===== config.mk =====
export PLATFORM = sky130hd
export DESIGN_NAME = instr_decoder
export DESIGN_NICKNAME = d
export VERILOG_FILES = /design/src/logic/exec_pkg.sv /design/src/logic/instr_decoder.sv
export VERILOG_INCLUDE_DIRS = /design/src /design/src/logic
export SDC_FILE = /design/constraint.sdc
export NUM_CORES = 1
export LEC_CHECK = 0
export ABC_CLOCK_PERIOD_IN_PS = 1900
export BUFFER_PORTS_ARGS = -buffer_cell sky130_fd_sc_hd__buf_2
export CAP_MARGIN = 25
export CORE_MARGIN = 4
export CORE_UTILIZATION = 44
export CTS_BUF_LIST = sky130_fd_sc_hd__clkbuf_4 sky130_fd_sc_hd__clkbuf_8 sky130_fd_sc_hd__clkbuf_16
export CTS_CLUSTER_SIZE = 14
export DETAILED_ROUTE_END_ITERATION = 12
export HOLD_SLACK_MARGIN = 0.1
export PLACE_DENSITY = 0.81
export SYNTH_ARGS = -nofsm -noshare
export SYNTH_HDL_FRONTEND = slang
export SYNTH_SLANG_ARGS = --single-unit

===== constraint.sdc =====
create_clock -name clk -period 1.9 [get_ports clk]
set_input_delay 0.095 -clock clk [delete_from_list [all_inputs] [get_ports clk]]
set_output_delay 0.095 -clock clk [all_outputs]
set_load 0.005 [all_outputs]

===== src/logic/exec_settings.svh =====
`ifndef EXEC_SETTINGS_SVH
`define EXEC_SETTINGS_SVH

`define EXEC_DATA_W 32 // Data path width
`define EXEC_REG_W 5 // Register address width

// Primary opcodes
`define EXEC_OP_RTYPE 6'h00
`define EXEC_OP_REGIMM 6'h01
`define EXEC_OP_BEQ 6'h04
`define EXEC_OP_BNE 6'h05
`define EXEC_OP_BGTZ 6'h07
`define EXEC_OP_ADDIU 6'h09
`define EXEC_OP_SLTI 6'h0a
`define EXEC_OP_SLTIU 6'h0b
`define EXEC_OP_ANDI 6'h0c
`define EXEC_OP_ORI 6'h0d
`define EXEC_OP_XORI 6'h0e
`define EXEC_OP_LUI 6'h0f

`define EXEC_RT_BLTZ 5'h00 // REGIMM selector in rt

// R-type funct codes
`define EXEC_FN_SLL 6'h00
`define EXEC_FN_SRL 6'h02
`define EXEC_FN_SRA 6'h03
`define EXEC_FN_SLLV 6'h04
`define EXEC_FN_SRLV 6'h06
`define EXEC_FN_SRAV 6'h07
`define EXEC_FN_JR 6'h08
`define EXEC_FN_MFHI 6'h10
`define EXEC_FN_MFLO 6'h12
`define EXEC_FN_MULT 6'h18
`define EXEC_FN_MULTU 6'h19
`define EXEC_FN_DIV 6'h1a
`define EXEC_FN_DIVU 6'h1b
`define EXEC_FN_ADDU 6'h21
`define EXEC_FN_SUBU 6'h23
`define EXEC_FN_AND 6'h24
`define EXEC_FN_OR 6'h25
`define EXEC_FN_XOR 6'h26
`define EXEC_FN_SLT 6'h2a
`define EXEC_FN_SLTU 6'h2b

`endif


===== src/logic/exec_pkg.sv =====
`include "exec_settings.svh"

package exec_pkg;

	typedef enum logic [4:0] {
		ALU_AND,
		ALU_OR,
		ALU_XOR,
		ALU_ADD,
		ALU_SUB,
		ALU_SLTU,
		ALU_SLT,
		ALU_SLL,
		ALU_SRL,
		ALU_SRA,
		ALU_LUI,
		ALU_BEQ,
		ALU_BNE,
		ALU_BLTZ,
		ALU_BGTZ,
		ALU_PASS_A, // JR hands rs through
		ALU_MULT,
		ALU_MULTU,
		ALU_DIV,
		ALU_DIVU,
		ALU_MFHI,
		ALU_MFLO,
		ALU_NOP
	} alu_op_t;

	typedef struct packed {
		logic [5:0] opcode;
		logic [`EXEC_REG_W-1:0] rs;
		logic [`EXEC_REG_W-1:0] rt;
		logic [`EXEC_REG_W-1:0] rd;
		logic [4:0] shamt;
		logic [5:0] funct;
	} r_fields_t;

	typedef struct packed {
		logic [5:0] opcode;
		logic [`EXEC_REG_W-1:0] rs;
		logic [`EXEC_REG_W-1:0] rt;
		logic [15:0] imm;
	} i_fields_t;

	// Same 32-bit word seen with either field layout
	typedef union packed {
		r_fields_t r;
		i_fields_t i;
	} instr_u;

	typedef struct packed {
		logic valid;
		alu_op_t op;
		logic [`EXEC_DATA_W-1:0] a;
		logic [`EXEC_DATA_W-1:0] b;
		logic [`EXEC_REG_W-1:0] dest;
		logic reg_write;
		logic illegal;
	} issue_t;

	typedef struct packed {
		logic valid;
		logic [`EXEC_DATA_W-1:0] value;
		logic [`EXEC_REG_W-1:0] dest;
		logic reg_write;
		logic zero;
		logic branch_taken;
		logic illegal;
	} result_t;

endpackage


===== src/logic/instr_decoder.sv =====
`include "exec_settings.svh"

module instr_decoder import exec_pkg::*; (
	input logic clk,
	input logic rst_n,
	input logic instr_valid,
	input instr_u instr,
	input logic [`EXEC_DATA_W-1:0] rs_val,
	input logic [`EXEC_DATA_W-1:0] rt_val,
	output issue_t issue
);

	localparam int DW = `EXEC_DATA_W;

	logic [DW-1:0] imm_sext;
	logic [DW-1:0] imm_zext;
	logic [DW-1:0] shamt_ext;
	logic [DW-1:0] rs_count;
	alu_op_t shift_op;
	issue_t issue_nxt;

	assign imm_sext = {{(DW-16){instr.i.imm[15]}}, instr.i.imm};
	assign imm_zext = {{(DW-16){1'b0}}, instr.i.imm};
	assign shamt_ext = {{(DW-5){1'b0}}, instr.r.shamt};
	assign rs_count = {{(DW-5){1'b0}}, rs_val[4:0]}; // Variable shift count

	// Funct bits [1:0] pick the shift kind for both shift groups
	assign shift_op = instr.r.funct[1] ? (instr.r.funct[0] ? ALU_SRA : ALU_SRL) : ALU_SLL;

	always_comb begin
		issue_nxt.valid = instr_valid;
		issue_nxt.op = ALU_NOP;
		issue_nxt.a = rs_val;
		issue_nxt.b = rt_val;
		issue_nxt.dest = instr.r.rd;
		issue_nxt.reg_write = 1'b0;
		issue_nxt.illegal = 1'b0;

		case (instr.r.opcode)
			`EXEC_OP_RTYPE: begin
				issue_nxt.reg_write = 1'b1;
				case (instr.r.funct)
					`EXEC_FN_AND: issue_nxt.op = ALU_AND;
					`EXEC_FN_OR: issue_nxt.op = ALU_OR;
					`EXEC_FN_XOR: issue_nxt.op = ALU_XOR;
					`EXEC_FN_ADDU: issue_nxt.op = ALU_ADD;
					`EXEC_FN_SUBU: issue_nxt.op = ALU_SUB;
					`EXEC_FN_SLT: issue_nxt.op = ALU_SLT;
					`EXEC_FN_SLTU: issue_nxt.op = ALU_SLTU;
					`EXEC_FN_MFHI: issue_nxt.op = ALU_MFHI;
					`EXEC_FN_MFLO: issue_nxt.op = ALU_MFLO;
					`EXEC_FN_SLL, `EXEC_FN_SRL, `EXEC_FN_SRA: begin
						issue_nxt.op = shift_op;
						issue_nxt.a = rt_val;
						issue_nxt.b = shamt_ext;
					end
					`EXEC_FN_SLLV, `EXEC_FN_SRLV, `EXEC_FN_SRAV: begin
						issue_nxt.op = shift_op;
						issue_nxt.a = rt_val;
						issue_nxt.b = rs_count;
					end
					`EXEC_FN_MULT, `EXEC_FN_MULTU, `EXEC_FN_DIV, `EXEC_FN_DIVU: begin
						case (instr.r.funct[1:0])
							2'b00: issue_nxt.op = ALU_MULT;
							2'b01: issue_nxt.op = ALU_MULTU;
							2'b10: issue_nxt.op = ALU_DIV;
							default: issue_nxt.op = ALU_DIVU;
						endcase
						issue_nxt.reg_write = 1'b0; // Only HI/LO change
					end
					`EXEC_FN_JR: begin
						issue_nxt.op = ALU_PASS_A;
						issue_nxt.reg_write = 1'b0;
					end
					default: begin
						issue_nxt.reg_write = 1'b0;
						issue_nxt.illegal = 1'b1;
					end
				endcase
			end
			`EXEC_OP_REGIMM: begin
				if (instr.i.rt == `EXEC_RT_BLTZ)
					issue_nxt.op = ALU_BLTZ;
				else
					issue_nxt.illegal = 1'b1;
			end
			`EXEC_OP_BEQ: issue_nxt.op = ALU_BEQ;
			`EXEC_OP_BNE: issue_nxt.op = ALU_BNE;
			`EXEC_OP_BGTZ: issue_nxt.op = ALU_BGTZ;
			`EXEC_OP_ADDIU, `EXEC_OP_SLTI, `EXEC_OP_SLTIU: begin
				case (instr.i.opcode)
					`EXEC_OP_ADDIU: issue_nxt.op = ALU_ADD;
					`EXEC_OP_SLTI: issue_nxt.op = ALU_SLT;
					default: issue_nxt.op = ALU_SLTU;
				endcase
				issue_nxt.b = imm_sext;
				issue_nxt.dest = instr.i.rt;
				issue_nxt.reg_write = 1'b1;
			end
			`EXEC_OP_ANDI, `EXEC_OP_ORI, `EXEC_OP_XORI, `EXEC_OP_LUI: begin
				case (instr.i.opcode)
					`EXEC_OP_ANDI: issue_nxt.op = ALU_AND;
					`EXEC_OP_ORI: issue_nxt.op = ALU_OR;
					`EXEC_OP_XORI: issue_nxt.op = ALU_XOR;
					default: issue_nxt.op = ALU_LUI;
				endcase
				issue_nxt.b = imm_zext;
				issue_nxt.dest = instr.i.rt;
				issue_nxt.reg_write = 1'b1;
			end
			default: issue_nxt.illegal = 1'b1;
		endcase

		issue_nxt.reg_write = issue_nxt.reg_write & instr_valid;
		issue_nxt.illegal = issue_nxt.illegal & instr_valid;
	end

	always_ff @(posedge clk) begin
		issue <= issue_nxt;
		if (!rst_n)
			issue.valid <= 1'b0;
	end

endmodule


==> impl_results.md <==
* Status: finished, final reports clean
* Die Y at 91.3 µm
* Vias per inst at 5.33
* Count leader, synth: nand2_1
* Post-synth ARST share at 0
* Cell Int Power at 2.84 mW
* Max reg flops at 77
* Post-place setup slack at 0.226 ns
* Synth top cells by count: 139 x nand2_1, 77 x dfxtp_1, 18 x a21o_1, 16 x o21ai_0, 13 x buf_2
* Startpoint types: input pin
* Placed insts at 607
* Tmin final at 1.81 ns
* Most common flop cell mapped by yosys: dfxtp_1
* Hold path depth at 4
* Switch Pwr at 0.972 mW
* Total Power at 3.82 mW
* Clock-pin slew on the worst setup and hold paths at 0.08 ns
* Tot GR Track Use at 0.307
* Num ports at 176
* Worst slew pin tran at 0.368 ns
* Final Cycle Share at 0.952
* Max clock buf depth at 2
* Pin count of the biggest net entering global routing at 27
* Final setup margin at 0.0919 ns
* Ys Warns at 0
* Synth area leader: dfxtp_1
* Setup repair after global routing missed its margin: false
* Synth unique cells at 45
* Registers with the most flip-flops: issue (77)
* Worst-path maximum fanout at 14
* EDFF count, synth at 0
* Vias in the first global route at 4229
* Multi-input gate area at 0.00140 mm²
* Max Cap Viol at 0
* Layout cells sized above 1 at 0.319
* Drt drc at 0
* Synthesized area at 0.00305 mm²
* Relative slew slack at 0.753
* Area of the core at 0.00676 mm²
* Die area at 0.00833 mm²
* PwrDens at 715 mW/mm²
* Fin cells at 738
* Final Hold Vio Count at 0
* Yosys reg bits at 77
* Max Freq at 0.553 GHz
* Synth top area cells: dfxtp_1 50%, nand2_1 17%, a21o_1 4.4%
* Combinational share of power at 0.183
* PortBufs at 170
* P_leak at 2.71 nW
* RePlAce Congestion at 0.858
* Kind of critical path: in -> reg
* Area Overhead vs Synth at 74.8%
* Site row count at 30
* Num CTS Buffers at 9
* Die Width at 91.3 µm
* Antenna violations before repair at 0
* Setup violations, final at 0
* Filler cell count at 433
* Arrival @ worst endpoint at 2.04 ns
* Post-synthesis cell count at 371
* FF+latch area at 0.00154 mm²
* Average wire per standard cell at 17.4 µm
* HPWL Detailed at 6900 µm
* Initial Util at 0.452
* # clock sinks at 77
* WHS Endpoint: issue[72]
* Final max-slew violation count at 0
* Max IR drop VDD at 408 µV
* Grt ovf at 0
* 1st-iter DRT viols at 241
* Nets in the synthesized netlist at 470
* Worst Hold Launch: instr[30]
* Sequential share of power at 0.458
* Final ANT Viol Nets at 0
* Critical Path RT at 2.13 ns
* Register area share after synthesis at 0.505
* First-pass GRT wire length at 20100 µm
* Clock share of power at 0.359
* Post-layout util at 0.790
* Vias at 3930
* Switching share of power at 0.255
* Syn_area_per_cell at 8.23 µm²
* Setup_tns at 0 ns
* Post-layout nets at 750
* CTS tree: built
* Top reg by flops: issue
* CTS Root Cell: clkbuf_8
* Final wirelength at 12800 µm
* Post-synth top area share at 0.505
* Hold crit path type: in -> reg
* Detailed Routing Iterations Pass 1 at 4
* H-Tree Level Count at 3
* Critical Path Sink Type: flip-flop
==> how the worst max path moves through the flow <==
stage,end,from
after floorplan,issue[10],instr[29]
after global placement,issue[8],instr[27]
after detailed placement,issue[52],instr[27]
after CTS,issue[52],instr[27]
after global routing,issue[60],instr[27]
final,issue[46],instr[27]
==> kinds of logic after synthesis <==
logic type,after synthesis,share of synthesized area
flops,77,0.505
buf+inv,30,0.0422
compound gates,72,0.166
simple gates,188,0.274
mux,4,0.0131
==> placed cells by master, fill, tap and decap left out, types with 4 or more instances in the layout <==
cell type      Yosys  layout
dlygate4sd3_1      0     112
o21ai_0           16      15
nand2_1          139     139
a221o_1            5       5
nand3_1            5       5
nor3_1             5       4
clkbuf_8           0       9
mux2i_1            4       4
nand2b_1           5       5
nor2_1            10      10
a21o_1            18      18
inv_1              5       5
buf_2             13     170
dfxtp_1           77      77
o211ai_1           5       5
buf_4              0      12
a21oi_1           10      10
==> power groups by stage <==
| stage | clock, mW | combinational (mW) | sequential, mW |
|---|---|---|---|
| 5_1_grt | 1.46 | 0.753 | 1.76 |
| 3_3_place_gp | 0 | 0.458 | 1.78 |
| 4_1_cts | 1.37 | 0.658 | 1.74 |
| 6_report | 1.37 | 0.698 | 1.75 |
| 2_1_floorplan | 0 | 0.190 | 1.80 |
| 3_5_place_dp | 0 | 0.471 | 1.78 |
==> routing by layer <==
metal | global-route usage | wire [µm]
met5 | 0 | 0
met4 | 0.244 | 850
met1 | 0.306 | 4540
met2 | 0.546 | 6610
met3 | 0.0638 | 822
==> final cells by class <==
cell class                      instances  area share
Sequential cell                        77       0.289
Antenna cell                            3     0.00141
Multi-Input combinational cell        264       0.262
Tap cell                               80      0.0188
Inverter                                5     0.00352
Clock inverter                          6      0.0164
Clock buffer                            9      0.0232
Timing Repair Buffer                  294       0.386
==> what timing repair did <==
action | CTS | global route
hold buffers | 112 | 0
hold endpoints to repair | 74 | 0
setup buffers | 0 | 1
endpoints found under the setup margin | 0 | 33
resized for setup | 0 | 3
==> through the flow <==
stage                     hold WS, ns  cell area [µm²]
after global routing            0.107             5330
after CTS                       0.106             5310
final                           0.116             5340
after detailed placement        0.289             3980
after floorplan                 0.194             3050
after global placement          0.286             3980
==> critical path: stages <==
cell	delay, ns
buf_2	0.18
nor2_4	0.21
nand3_4	0.14
or3_1	0.44
buf_4	0.23
nand2_1	0.11
nand2_1	0.07
dlygate4sd3_1	0.56
Power figures use the tool's default switching activity.
